## src/design/lstm_num_pkg.sv

```systemverilog
package lstm_num_pkg;

	parameter int WIDTH = 32;
	parameter int FRAC  = 24;

	typedef logic signed [WIDTH-1:0] fixed_t;

	localparam fixed_t FX_ONE  = fixed_t'(1 << FRAC);
	localparam fixed_t FX_HALF = fixed_t'(1 << (FRAC - 1));

	// full product scaled back to q8.24
	function automatic fixed_t fx_mul(fixed_t a, fixed_t b);
		logic signed [2*WIDTH-1:0] p;
		p = a * b;
		return fixed_t'(p >>> FRAC);
	endfunction

	function automatic fixed_t hard_sigmoid(fixed_t x);
		fixed_t y;
		y = (x >>> 2) + FX_HALF; // x/4 + 0.5
		if (y < 0)
			return '0;
		else if (y > FX_ONE)
			return FX_ONE;
		else
			return y;
	endfunction

	function automatic fixed_t hard_tanh(fixed_t x);
		if (x > FX_ONE)
			return FX_ONE;
		else if (x < -FX_ONE)
			return -FX_ONE;
		else
			return x;
	endfunction

endpackage

```

## src/design/lstm_ctrl_pkg.sv

```systemverilog
package lstm_ctrl_pkg;

	typedef enum logic [1:0] {
		GATE_A = 2'd0,
		GATE_I = 2'd1,
		GATE_F = 2'd2,
		GATE_O = 2'd3
	} gate_e;

	typedef enum logic [1:0] {
		TGT_W,
		TGT_U,
		TGT_B,
		TGT_X
	} target_e;

	typedef struct packed {
		logic                 valid;
		target_e              target;
		gate_e                gate;
		logic [7:0]           index;
		lstm_num_pkg::fixed_t data;
	} load_t;

	typedef struct packed {
		logic  start;
		gate_e gate;
	} mac_cmd_t;

	typedef struct packed {
		logic                 valid;
		gate_e                gate;
		lstm_num_pkg::fixed_t sum;
	} mac_res_t;

endpackage

```

## src/design/gate_mac.sv

```systemverilog
`timescale 1ns/1ps

module gate_mac #(
	parameter int                   LEN     = 6,
	parameter lstm_ctrl_pkg::target_e WGT_TGT = lstm_ctrl_pkg::TGT_W
) (
	input  logic                    clk,
	input  logic                    i_rst,
	input  lstm_ctrl_pkg::load_t    i_load,
	input  lstm_ctrl_pkg::mac_cmd_t i_cmd,
	input  lstm_num_pkg::fixed_t    i_h,
	output lstm_ctrl_pkg::mac_res_t o_res
);
	import lstm_num_pkg::*;
	import lstm_ctrl_pkg::*;

	localparam int IDX_W = (LEN > 1) ? $clog2(LEN) : 1;
	localparam logic [IDX_W-1:0] LAST = IDX_W'(LEN - 1);

	fixed_t w_mem [4][LEN]; // one row per gate
	fixed_t operand;
	fixed_t prod;
	fixed_t acc;
	fixed_t sum_q;

	logic             run;
	logic [IDX_W-1:0] idx;
	gate_e            gate_q;
	logic             res_valid;

	always_ff @(posedge clk) begin
		if (i_load.valid && i_load.target == WGT_TGT && i_load.index < LEN) begin
			w_mem[i_load.gate][i_load.index[IDX_W-1:0]] <= i_load.data;
		end
	end

	if (WGT_TGT == TGT_W) begin : g_xmem
		fixed_t x_mem [LEN];

		always_ff @(posedge clk) begin
			if (i_load.valid && i_load.target == TGT_X && i_load.index < LEN) begin
				x_mem[i_load.index[IDX_W-1:0]] <= i_load.data;
			end
		end

		assign operand = x_mem[idx];
	end else begin : g_hop
		assign operand = i_h; // previous h on the recurrent path
	end

	assign prod = fx_mul(w_mem[gate_q][idx], operand);

	always_ff @(posedge clk) begin
		if (i_rst) begin
			run       <= 1'b0;
			idx       <= '0;
			gate_q    <= GATE_A;
			res_valid <= 1'b0;
		end else begin
			res_valid <= 1'b0;
			if (i_cmd.start) begin
				run    <= 1'b1;
				idx    <= '0;
				gate_q <= i_cmd.gate;
			end else if (run) begin
				if (idx == LAST) begin
					run       <= 1'b0;
					res_valid <= 1'b1;
				end else begin
					idx <= idx + 1'b1;
				end
			end
		end
	end

	always_ff @(posedge clk) begin
		if (i_cmd.start) begin
			acc <= '0;
		end else if (run) begin
			acc <= acc + prod;
		end
		if (run && idx == LAST) begin
			sum_q <= acc + prod; // last term folded in
		end
	end

	assign o_res.valid = res_valid;
	assign o_res.gate  = gate_q;
	assign o_res.sum   = sum_q;

endmodule

```

## config.mk

```make
export PLATFORM = sky130hd
export DESIGN_NAME = gate_mac
export DESIGN_NICKNAME = d
export VERILOG_FILES = /design/src/design/lstm_num_pkg.sv /design/src/design/lstm_ctrl_pkg.sv /design/src/design/gate_mac.sv
export SDC_FILE = /design/constraint.sdc
export NUM_CORES = 2
export LEC_CHECK = 0
export ABC_AREA = 1
export BUFFER_PORTS_ARGS = -buffer_cell sky130_fd_sc_hd__buf_4
export CORE_ASPECT_RATIO = 0.6
export CORE_UTILIZATION = 60
export CTS_CLUSTER_DIAMETER = 150
export CTS_CLUSTER_SIZE = 40
export DETAILED_ROUTE_END_ITERATION = 10
export HOLD_SLACK_MARGIN = 0.03
export PLACE_DENSITY = 0.77
export SLEW_MARGIN = 20
export SYNTH_ARGS = -nofsm -noshare
export SYNTH_HDL_FRONTEND = slang
export SYNTH_SLANG_ARGS = --single-unit
export TNS_END_PERCENT = 10
```

## constraint.sdc

```tcl
create_clock -name clk -period 22.1 [get_ports clk]
set_input_delay 1.105 -clock clk [delete_from_list [all_inputs] [get_ports clk]]
set_output_delay 1.105 -clock clk [all_outputs]
set_load 0.02 [all_outputs]
```

==> flow_summary_export.csv <==
group,metric,value,unit
timing,worstMarginPinSlew,1200,ps
clocking,clockRootBuffer,"clkbuf_16",
clocking,postCtsSetupRepairBufs,0,
timing,fmaxAchievable,72.38,MHz
routing,avgViaCountPerCell,6.087,
logic_synthesis,synth_area_leader_cell,"edfxtp_1",
run_status,status,"complete, no violations",
global_routing,antenna_found_initial,2,
logic_synthesis,syn_nets,8325,
logic_synthesis,synthXorXnorAreaFrac,0.007327,
critical_path,cp_slowest_cell,"buf_4",
die,start_util,0.6074,
logic_synthesis,synth_compound_gate_area_share,0.07843,
critical_path,timing.critical_path.buf_inv,10,
place,io_buffer_count,84,
die,die_w,455.7,um
timing,rsz0062_at_grt,"false",
routing,routed_wl,207100,um
critical_path,critPathLaunchType,"register",
worst_hold_path,whs_endpoint,"acc[13]$_SDFFE_PP0P_",
critical_path,timing.rr.end,"sum_q[29]$_DFFE_PP_",
critical_path,crit_type,"reg -> reg",
logic_synthesis,synthesis.instances,7054,
finish,drive_gt1_frac,0.04910,
logic_synthesis,synth_fa_ha_area_frac,0.3003,
global_routing,grt_start_max_net_pins,191,
clocking,cts_resized,0,
clocking,path_clk_slew,160,ps
critical_path,reg2reg_depth,48,
run,max_cap_violations,0,
critical_path,crit_path_max_fanout,148,
logic_synthesis,synthesis.area,0.07411,mm2
timing,fin_crit,13820,ps
logic_synthesis,yosys.area_share.simple,0.1200,
critical_path,cp-end-kind,"register",
finish,area_delta_synth_final,4.253,%
timing,report.final.slew_viol_count,0,
critical_path,crit_family,"adder cells",
die,die_height,274.2,um
global_routing,first_global_vias,52440,
logic_synthesis,synth_top_family_by_area,"adder cells",
place,gp_congestion,0.9814,
die,io_pins,117,
worst_hold_path,holdPathStages,2,
timing,period_share,0.6251,
logic_synthesis,synth_edf_count,992,
timing,setup_viol,0,
clocking,cts_hold_buffers,0,
logic_synthesis,synthTopCellsByArea,"edfxtp_1, fa_1, nor2_1",
finish,antenna_cells,0,
logic_synthesis,ys_seq_elements,1036,
logic_synthesis,synth_cell_types,50,
logic_synthesis,synth_most_common_cell,"nor2_1",
critical_path,worstPathRequired,22600,ps
clocking,htree_levels,1,
finish,num-nets-final,8213,
worst_hold_path,hp-class,"reg -> reg",
critical_path,rrSetupSlack,8280,ps
die,rows,99,
finish,fillerInstances,9442,
global_routing,grt_pass1_wl,317100,um
routing,vias,52240,
logic_synthesis,synth_top_area_share,0.4019,
logic_synthesis,yosys_warnings,0,
logic_synthesis,ys_seq_area_frac,0.4138,
logic_synthesis,synthTopCellsByCount,"nor2_1, inv_1, edfxtp_1",
clocking,clk_latency,720,ps
timing,skew,37.16,ps
finish,final_core_util,0.6333,
clocking,cts_sinks,1036,
die,coreArea,0.1220,mm2
routing,ant_nets,0,
global_routing,overflow,0,
clocking,cts_made_buffers,30,
critical_path,crit_arrival,14320,ps
critical_path,cp_slowest_stage_delay,800,ps
logic_synthesis,async_reset_ff_frac,0,
clocking,cts_tree,"done",
logic_synthesis,syn_area_per_cell,10.51,um2
routing,first_pass_iters,6,
logic_synthesis,synth_ff_type,"edfxtp_1",
timing,hold_slack,524.9,ps
place,dp_hpwl,148300,um
timing,slew_headroom,0.1951,
die,die_area,0.1250,mm2
logic_synthesis,muxShareOfSynthArea,0,
critical_path,cp_common_cell,"nand2_1",
timing,hold_violations,0,
routing,wire_per_inst,24.14,um
clocking,clockBufferDepth,3,
routing,drcViolationCount,0,
routing,drtIter0Drc,7291,
worst_hold_path,worstHoldStart,"acc[13]$_SDFFE_PP0P_",
global_routing,grt_usage,0.3383,
timing,fin_tns_setup,0,ps
## state kept, by name (all words and copies together) (netlist names), named ones only
register      flops
w_mem           768
g_xmem.x_mem    192
acc              32
gate_q            2
idx               3
run               1
res_valid         1
sum_q            32
## area by class of cell
type                       instances  area, um2  area share
clock buffer                      53      858.3     0.01111
clock inverter                     3      52.55   0.0006801
inverter                        1147       4317     0.05587
multi-input combinational       4525      37800      0.4893
sequential                      1036      30680      0.3971
timing repair buffer             202       1529     0.01979
tap                             1616       2022     0.02617
## per-stage QoR
stage               setup slack, ps  area, um2  cells
floorplan                     12380      74110   7054
global placement               8697      76350   8526
detailed placement             8566      76350   8526
CTS                            8533      77270   8582
global route                   7379      77270   8582
finish                         8284      77270   8582
## worst max-delay path by stage
stage                                    from                    to  slack (ps)  depth (start not counted)
after global placement               register  acc[30]$_SDFFE_PP0P_        8700                         48
after CTS                            register  acc[30]$_SDFFE_PP0P_        8530                         48
after detailed placement             register  acc[30]$_SDFFE_PP0P_        8570                         48
final                                register   sum_q[29]$_DFFE_PP_        8280                         48
after global routing                 register  acc[30]$_SDFFE_PP0P_        7380                         48
after floorplan           idx[0]$_SDFFE_PP0P_   sum_q[29]$_DFFE_PP_       12380                         48
## worst min-delay path: stages, from the launching register on
cell and delay, ps:
dfxtp_1 370, o211ai_1 80, inv_1 60
## placed cells by master, fill, tap and decap left out, types with 54 or more instances in the layout
| cell type | instances |
|---|---|
| ha_1 | 206 |
| o211ai_1 | 80 |
| o21ai_1 | 54 |
| a21oi_1 | 156 |
| o221ai_1 | 92 |
| buf_4 | 201 |
| nor2_1 | 1101 |
| o22ai_1 | 56 |
| nand3_1 | 116 |
| inv_1 | 1106 |
| fa_1 | 983 |
| edfxtp_1 | 992 |
| nand2_1 | 978 |
| o21ai_0 | 458 |
## metal layers
metal | up-vias | part of all wire | GRT usage
met4 | 2 | 0.031 | 0.09536
li1 | 22330 | - | -
met1 | 26060 | 0.41 | 0.5078
met2 | 3440 | 0.40 | 0.4637
met5 | - | 0.000063 | 0.0003752
met3 | 409 | 0.16 | 0.1200
## kinds of logic after synthesis
logic type,count (synthesis)
fa+ha+maj,1189
flops,1036
simple gates,2290
buf+inv,1493
compound gates,984
xor+xnor,62
Power is left out: the tool's default activity adds up to more than one toggle a clock period on the data nets, which glitch-free logic cannot reach.
