`src/design/lstm_num_pkg.sv`:
```
package lstm_num_pkg;

	parameter int WIDTH = 32;
	parameter int FRAC  = 24;

	typedef logic signed [WIDTH-1:0] fixed_t;

	localparam fixed_t FX_ONE  = fixed_t'(1 << FRAC);
	localparam fixed_t FX_HALF = fixed_t'(1 << (FRAC - 1));

	// full product scaled back to q8.24
	function automatic fixed_t fx_mul(fixed_t a, fixed_t b);
		logic signed [2*WIDTH-1:0] p;
		p = a * b;
		return fixed_t'(p >>> FRAC);
	endfunction

	function automatic fixed_t hard_sigmoid(fixed_t x);
		fixed_t y;
		y = (x >>> 2) + FX_HALF; // x/4 + 0.5
		if (y < 0)
			return '0;
		else if (y > FX_ONE)
			return FX_ONE;
		else
			return y;
	endfunction

	function automatic fixed_t hard_tanh(fixed_t x);
		if (x > FX_ONE)
			return FX_ONE;
		else if (x < -FX_ONE)
			return -FX_ONE;
		else
			return x;
	endfunction

endpackage

```
`src/design/lstm_ctrl_pkg.sv`:
```
package lstm_ctrl_pkg;

	typedef enum logic [1:0] {
		GATE_A = 2'd0,
		GATE_I = 2'd1,
		GATE_F = 2'd2,
		GATE_O = 2'd3
	} gate_e;

	typedef enum logic [1:0] {
		TGT_W,
		TGT_U,
		TGT_B,
		TGT_X
	} target_e;

	typedef struct packed {
		logic                 valid;
		target_e              target;
		gate_e                gate;
		logic [7:0]           index;
		lstm_num_pkg::fixed_t data;
	} load_t;

	typedef struct packed {
		logic  start;
		gate_e gate;
	} mac_cmd_t;

	typedef struct packed {
		logic                 valid;
		gate_e                gate;
		lstm_num_pkg::fixed_t sum;
	} mac_res_t;

endpackage

```
`src/design/lstm_step_fsm.sv`:
```
`timescale 1ns/1ps

module lstm_step_fsm (
	input  logic                    clk,
	input  logic                    i_rst,
	input  logic                    i_start,
	input  logic                    i_gate_done,
	input  logic                    i_step_done,
	output lstm_ctrl_pkg::mac_cmd_t o_cmd,
	output logic                    o_busy,
	output logic                    o_done
);
	import lstm_ctrl_pkg::*;

	typedef enum logic [1:0] {
		S_IDLE,
		S_ISSUE,
		S_WAIT_GATE,
		S_WAIT_STEP
	} state_e;

	state_e state;
	gate_e  gate_q;

	always_ff @(posedge clk) begin
		if (i_rst) begin
			state  <= S_IDLE;
			gate_q <= GATE_A;
			o_done <= 1'b0;
		end else begin
			o_done <= 1'b0;
			case (state)
				S_IDLE: begin
					if (i_start) begin
						state  <= S_ISSUE;
						gate_q <= GATE_A;
					end
				end
				S_ISSUE: begin
					state <= S_WAIT_GATE; // start held one cycle
				end
				S_WAIT_GATE: begin
					if (i_gate_done) begin
						if (gate_q == GATE_O) begin
							state <= S_WAIT_STEP;
						end else begin
							gate_q <= gate_e'(gate_q + 2'd1);
							state  <= S_ISSUE;
						end
					end
				end
				S_WAIT_STEP: begin
					if (i_step_done) begin
						state  <= S_IDLE;
						o_done <= 1'b1;
					end
				end
				default: state <= S_IDLE;
			endcase
		end
	end

	assign o_cmd.start = (state == S_ISSUE);
	assign o_cmd.gate  = gate_q;
	assign o_busy      = (state != S_IDLE);

endmodule

```
`config.mk`:
```
export PLATFORM = sky130hd
export DESIGN_NAME = lstm_step_fsm
export DESIGN_NICKNAME = d
export VERILOG_FILES = /design/src/design/lstm_num_pkg.sv /design/src/design/lstm_ctrl_pkg.sv /design/src/design/lstm_step_fsm.sv
export SDC_FILE = /design/constraint.sdc
export NUM_CORES = 1
export LEC_CHECK = 0
export BUFFER_PORTS_ARGS = -buffer_cell sky130_fd_sc_hd__buf_2
export CAP_MARGIN = 20
export CORE_AREA = 2 2 39 41
export CTS_BUF_LIST = sky130_fd_sc_hd__clkbuf_4 sky130_fd_sc_hd__clkbuf_8 sky130_fd_sc_hd__clkbuf_16
export DETAILED_ROUTE_END_ITERATION = 10
export DIE_AREA = 0 0 41 43
export HOLD_SLACK_MARGIN = 0.12
export PLACE_DENSITY_LB_ADDON = 0.25
export REMOVE_ABC_BUFFERS = 1
export SLEW_MARGIN = 20
export SYNTH_ARGS = -nofsm -noshare
export SYNTH_HDL_FRONTEND = slang
export SYNTH_SLANG_ARGS = --single-unit
export TNS_END_PERCENT = 20
```
`constraint.sdc`:
```
create_clock -name clk -period 3.21 [get_ports clk]
set_clock_uncertainty 0.1 [all_clocks]
set_input_delay 0.321 -clock clk [delete_from_list [all_inputs] [get_ports clk]]
set_output_delay 0.321 -clock clk [all_outputs]
set_load 0.1 [all_outputs]
```
==> results of run 1 <==
==> area by class of cell <==
type / instances / area (um^2)
fill: 157 / 1040
multi-input combinational: 20 / 136
tap: 16 / 20.0
timing repair buffer: 9 / 45.0
inverter: 2 / 7.51
sequential: 5 / 100
clock buffer: 4 / 30.0
==> worst max-delay path, stage by stage, from the launching register on <==
cell and delay [ns]:
sky130_fd_sc_hd__dfxtp_1 0.43, sky130_fd_sc_hd__or2_1 0.16, sky130_fd_sc_hd__buf_2 0.42
==> cells in the final DEF, fill, tap and decap left out <==
master,instances
sky130_fd_sc_hd__inv_1,2
sky130_fd_sc_hd__mux2i_1,1
sky130_fd_sc_hd__nand2b_1,3
sky130_fd_sc_hd__or2_1,1
sky130_fd_sc_hd__and2b_2,1
sky130_fd_sc_hd__nand4bb_1,1
sky130_fd_sc_hd__o21ai_1,2
sky130_fd_sc_hd__dfxtp_1,5
sky130_fd_sc_hd__nor2_1,1
sky130_fd_sc_hd__or3_1,1
sky130_fd_sc_hd__o22a_1,1
sky130_fd_sc_hd__nor3b_1,1
sky130_fd_sc_hd__a21oi_1,1
sky130_fd_sc_hd__ha_1,1
sky130_fd_sc_hd__o32ai_1,1
sky130_fd_sc_hd__clkbuf_4,4
sky130_fd_sc_hd__buf_2,9
sky130_fd_sc_hd__nand2_1,3
sky130_fd_sc_hd__nand3b_1,1
==> kinds of logic after synthesis <==
group / count (synthesis) / share of synthesized area (%)
and+or+nand+nor: 13 / 33.3
AOI/OAI and AO/OA: 5 / 13.3
buffers and inverters: 2 / 3.08
DFF: 5 / 41.0
muxes: 1 / 4.10
adders and majority gates: 1 / 5.13
==> where the power goes <==
group	total [mW]	internal, mW	switching [mW]	leakage (nW)
Sequential	0.0680	0.0647	0.00332	0.0407
Clock	0.0785	0.0553	0.0233	0.0184
Combinational	0.0400	0.0103	0.0298	0.0927
==> cell usage after synthesis <==
| cell | number |
|---|---|
| sky130_fd_sc_hd__nand2b_1 | 3 |
| sky130_fd_sc_hd__a21oi_1 | 1 |
| sky130_fd_sc_hd__o32ai_1 | 1 |
| sky130_fd_sc_hd__nand3b_1 | 1 |
| sky130_fd_sc_hd__ha_1 | 1 |
| sky130_fd_sc_hd__mux2i_1 | 1 |
| sky130_fd_sc_hd__nor2_1 | 1 |
| sky130_fd_sc_hd__nor3b_1 | 1 |
| sky130_fd_sc_hd__inv_1 | 2 |
| sky130_fd_sc_hd__dfxtp_1 | 5 |
| sky130_fd_sc_hd__nand4bb_1 | 1 |
| sky130_fd_sc_hd__o21ai_1 | 2 |
| sky130_fd_sc_hd__and2b_2 | 1 |
| sky130_fd_sc_hd__nand2_1 | 3 |
| sky130_fd_sc_hd__or3_1 | 1 |
| sky130_fd_sc_hd__or2_1 | 1 |
| sky130_fd_sc_hd__o22a_1 | 1 |
==> sequential cells by signal (all words and copies together) (netlist names) <==
name and flops:
gate_q 2, state 2, o_done 1
==> layer usage <==
| layer | wire (um) | global-route usage, % | part of all wire (%) |
|---|---|---|---|
| met1 | 223 | 9.00 | 47 |
| met2 | 203 | 8.44 | 43 |
| met3 | 43 | 6.28 | 9.1 |
| met4 | 0 | 4.00 | 0 |
| met5 | 0 | 0 | 0 |
==> through the flow <==
step | setup slack (ns) | total power, mW | utilization [%] | hold slack [ns] | instances
global route | 1.48 | 0.197 | 24.5 | 0.229 | 56
global placement | 1.78 | 0.110 | 22.3 | 0.403 | 52
CTS | 1.52 | 0.192 | 24.5 | 0.217 | 56
finish | 1.54 | 0.187 | 24.5 | 0.223 | 56
floorplan | 1.43 | 0.101 | - | 0.290 | 27
detailed placement | 1.78 | 0.109 | 22.3 | 0.389 | 52
==> path summary, 6_finish.rpt <==
check | slack (ns) | cells past startpoint | end | start
max | 1.54 | 2 | o_busy | state[1]
min | 0.22 | 2 | state[0] | i_rst
max reg2reg | 1.88 | 4 | gate_q[0] | gate_q[0]
min reg2reg | 0.40 | 2 | gate_q[0] | gate_q[0]
==> metrics, run 1 <==
Detailed Route Iter0 Violations 1; antenna cell count 0; # DRC 0; HPWL Detailed 384 um; Seq cells post-synth 5; Max VDD drop 0.237 mV; routability-driven placement congestion ratio 0.703; via-per-instance ratio 4.04; largest net degree at the start of global routing 9; final worst path period need 1.67 ns; global-route wire length before repair 828 um; required time reported for the critical path endpoint 2.79 ns; number of max-cap violations 0; cell taking the most area after synthesis sky130_fd_sc_hd__dfxtp_1; total iterations of the first detailed-routing run 2; Layout Area Growth over Synthesis 39.0%; standby leakage power 0.152 nW; final count of hold timing violations 0; Clock H-tree levels 1; antenna violations before repair 0; num ports 10; starting density of the core 17.6%; overall track demand over capacity in global routing 7.33%; # nets final 47; post-CTS resize count 0; Final Cell Area 339 um^2; setup repair after global routing missed its margin false; Worst slew margin 67.9%; total via count after detailed routing 226; CP arrival 1.25 ns; final setup fails 0; worst-margin pin slew 0.485 ns; Final TNS setup 0 ns; clock sinks 5; max-slew violation count 0; category of the most critical setup path flip-flop to output port; via count of the first global-routing pass 207; maximum buffer depth of the clock tree 2; I/O Buffers 9; CP Capture Type output port; post-CTS setup repair buffer count 0; Die Ht 43 um; synthesized instance count 27; total wirelength of the detailed-routed design 471 um; Detail Route Antenna Nets 0; Unique masters post-synth 17; final clock period utilization by the worst path 52.0%; Seq/Total Area, Yosys 41.0%; row count 14; Die W 41 um; top cell type's share of synthesized area 41.0%; status completed; Yosys warning total 0; cell types occupying the most area after synthesis sky130_fd_sc_hd__dfxtp_1 41%, sky130_fd_sc_hd__nand2b_1 7.7%, sky130_fd_sc_hd__ha_1 5.1%; standard cell core area 1380 um^2; achievable clock frequency 0.599 GHz; area enclosed by the die boundary 1760 um^2; Mapped Avg Cell Area 9.04 um^2; number of buffers created by CTS 3; source-to-sink clock delay at the later pin of the worst-skew pair 0.23 ns; layout cells sized above 1 35.0%; hold buffer count at cts 0; startpoint types flip-flop; CTS tree yes; post-detailed-placement cell area 309 um^2; clock transition at the register clock pins on the worst setup and hold paths after CTS 0.04 ns; power per standard cell area 550 nW/um^2; HP Class input pin to flip-flop; wire length per cell 8.41 um; Root Driver sky130_fd_sc_hd__clkbuf_4; Netlist Area Pre-Place 244 um^2; peak fanout along the critical path 7; grt ovf 0
Power figures use the tool's default switching activity.
==> inputs of run 2 (changes only) <==
Clock period 3.21 ns to 1.35 ns, I/O delays scaled along.
==> metrics, run 2 (synthesis results as in run 1) <==
status completed; routability-driven placement congestion ratio 0.638 (-9.3%); row count 14 (unchanged); CP arrival 1.06 ns (-0.19 ns); maximum buffer depth of the clock tree 2 (unchanged); layout cells sized above 1 42.9% (+7.9 points); post-CTS setup repair buffer count 0 (unchanged); HP Class input pin to flip-flop; delay-heaviest family, CP flip-flops; worst-case setup margin in the final layout 0.0543 ns (-1.49 ns); num ports 10 (unchanged); source-to-sink clock delay at the later pin of the worst-skew pair 0.24 ns (about the same); Reg2Reg Launch Point gate_q[0]; standby leakage power 0.170 nW (+12%); Die W 41 um (unchanged); registers with the most flip-flops gate_q: 2 flops, state: 2 flops, o_done: 1 flops; Max VDD drop 0.589 mV (+150%); final count of hold timing violations 0 (unchanged); Detailed Route Iter0 Violations 2 (+1); final setup fails 0 (unchanged); largest net degree at the start of global routing 9 (unchanged); Crit-path slowest cell sky130_fd_sc_hd__dfxtp_2; total iterations of the first detailed-routing run 3 (+1); Die Ht 43 um (unchanged); switching power 0.141 mW (+150%); most frequent standard cell in the layout excluding fill and tap cells sky130_fd_sc_hd__buf_2; Detail Route Antenna Nets 0 (unchanged); CP Capture Type output port; total wirelength of the detailed-routed design 510 um (+8.3%); switching share of power 29.6% (-0.57 points); startpoint types flip-flop; Final TNS setup 0 ns (unchanged); via-per-instance ratio 3.97 (-1.7%); Root Driver sky130_fd_sc_hd__clkbuf_4; CP max stage delay 0.40 ns (-0.03 ns); antenna cell count 0 (unchanged); Layout Area Growth over Synthesis 67.7%; worst-margin pin slew 0.484 ns (-0.000463 ns); achievable clock frequency 0.772 GHz; via count of the first global-routing pass 211 (+1.9%); required time reported for the critical path endpoint 1.12 ns (-1.67 ns); antenna violations before repair 0 (unchanged); standard cell core area 1380 um^2 (unchanged); M1 wire length 231 um (+3.6%); grt ovf 0 (unchanged); final clock period utilization by the worst path 96.0%; category of the most critical setup path flip-flop to output port; Clock H-tree levels 1 (unchanged); clock sinks 5 (unchanged); starting density of the core 17.6% (unchanged); Worst slew margin 67.9% (about the same); fin util 29.6% (+5.1 points); # nets final 49 (+4.3%); # DRC 0 (unchanged); top layer reached by signal wires met3; critical-path cell list and2b_2 -> buf_12; number of buffers and inverters on the critical path 1 (unchanged); setup repair after global routing missed its margin false; routed length on met2 227 um (+12%); highest-count cells in the layout ignoring fill and taps 7 x sky130_fd_sc_hd__buf_2, 4 x sky130_fd_sc_hd__clkbuf_4, 3 x sky130_fd_sc_hd__nand2b_1, 3 x sky130_fd_sc_hd__nand2_1, 3 x sky130_fd_sc_hd__dfxtp_2; startpoint of the most critical setup path state[1]; peak fanout along the critical path 7 (unchanged); number of max-cap violations 0 (unchanged); HPWL Detailed 378 um (-1.5%); wire length per cell 8.79 um (+4.5%); Final Total Pwr 0.477 mW (+160%); area enclosed by the die boundary 1760 um^2 (unchanged); power per standard cell area 1170 nW/um^2 (+110%); cell total after placement 52 (unchanged); global-route wire length before repair 834 um (+0.72%); portion of total power attributed to the clock network 39.2% (-2.9 points); internal power 0.336 mW (+160%); number of standard cells in the final layout excluding fillers 58 (+3.6%); overall track demand over capacity in global routing 7.43% (+0.10 points); clock transition at the register clock pins on the worst setup and hold paths after CTS 0.04 ns (about the same); post-placement worst setup slack 0.0446 ns (-1.74 ns); relative contribution of sequential cells to total power 34.5% (-2.0 points); total via count after detailed routing 230 (+1.8%); max-slew violation count 0 (unchanged); final worst path period need 1.30 ns; metal3 WL 51 um (+19%); hold_sp i_gate_done; part of the power in combinational logic 26.3% (+4.9 points); I/O Buffers 9 (unchanged); number of buffers created by CTS 3 (unchanged); CTS tree yes
## run 2: changes by cell type in the layout (fill, tap and decap cells not counted)
cell / change
sky130_fd_sc_hd__nand4bb_4: +1
sky130_fd_sc_hd__dfxtp_2: +3
sky130_fd_sc_hd__buf_2: -2
sky130_fd_sc_hd__dlygate4sd3_1: +2
sky130_fd_sc_hd__nand4bb_1: -1
sky130_fd_sc_hd__buf_12: +2
sky130_fd_sc_hd__dfxtp_1: -3
## run 2: path summary, 6_finish.rpt
path	depth (start not counted)	end	slack, ns
hold / removal	3	gate_q[1]	0.15
setup / recovery	2	o_cmd[2]	0.05
hold reg to reg	2	gate_q[0]	0.38
setup reg to reg	4	gate_q[0]	0.08
## run 2: through the flow
stage | area [um^2] | hold slack [ns]
after global placement | 339 | 0.284
after detailed placement | 339 | 0.288
after global routing | 409 | 0.144
after floorplan | 244 | 0.104
after CTS | 389 | 0.136
final | 409 | 0.146
## run 2: cell type report
class | count | area (um^2)
clock buffer | 4 | 30.0
fill | 158 | 975
inverter | 2 | 7.51
multi-input combinational | 20 | 153
sequential | 5 | 104
tap | 16 | 20.0
timing repair buffer | 11 | 95.1
## run 2: worst min-delay path: cells and delay by family
kind | cells | cell delay [ns]
buffers and inverters | 1 | 0.13
AND/OR/NAND/NOR | 1 | 0.10
AO/OA/AOI/OAI | 1 | 0.07
## run 2: timing repair
item,CTS,global route
endpoints found under the hold margin,4,0
gates resized for setup,0,4
endpoints found under the setup margin,0,3
hold buffers,2,0
## run 2: power by group through the flow
stage	Combinational, mW	Sequential (mW)	Clock [mW]
2_1_floorplan	0.0680	0.171	0
3_3_place_gp	0.118	0.165	0
3_5_place_dp	0.118	0.165	0
4_1_cts	0.123	0.162	0.195
5_1_grt	0.132	0.166	0.209
6_report	0.125	0.165	0.187
## run 2: metal layers
layer / vias up / global-route usage (%)
met5: - / 0
met3: 0 / 6.28
met4: 0 / 4.00
li1: 124 / -
met1: 97 / 8.36
met2: 9 / 9.38
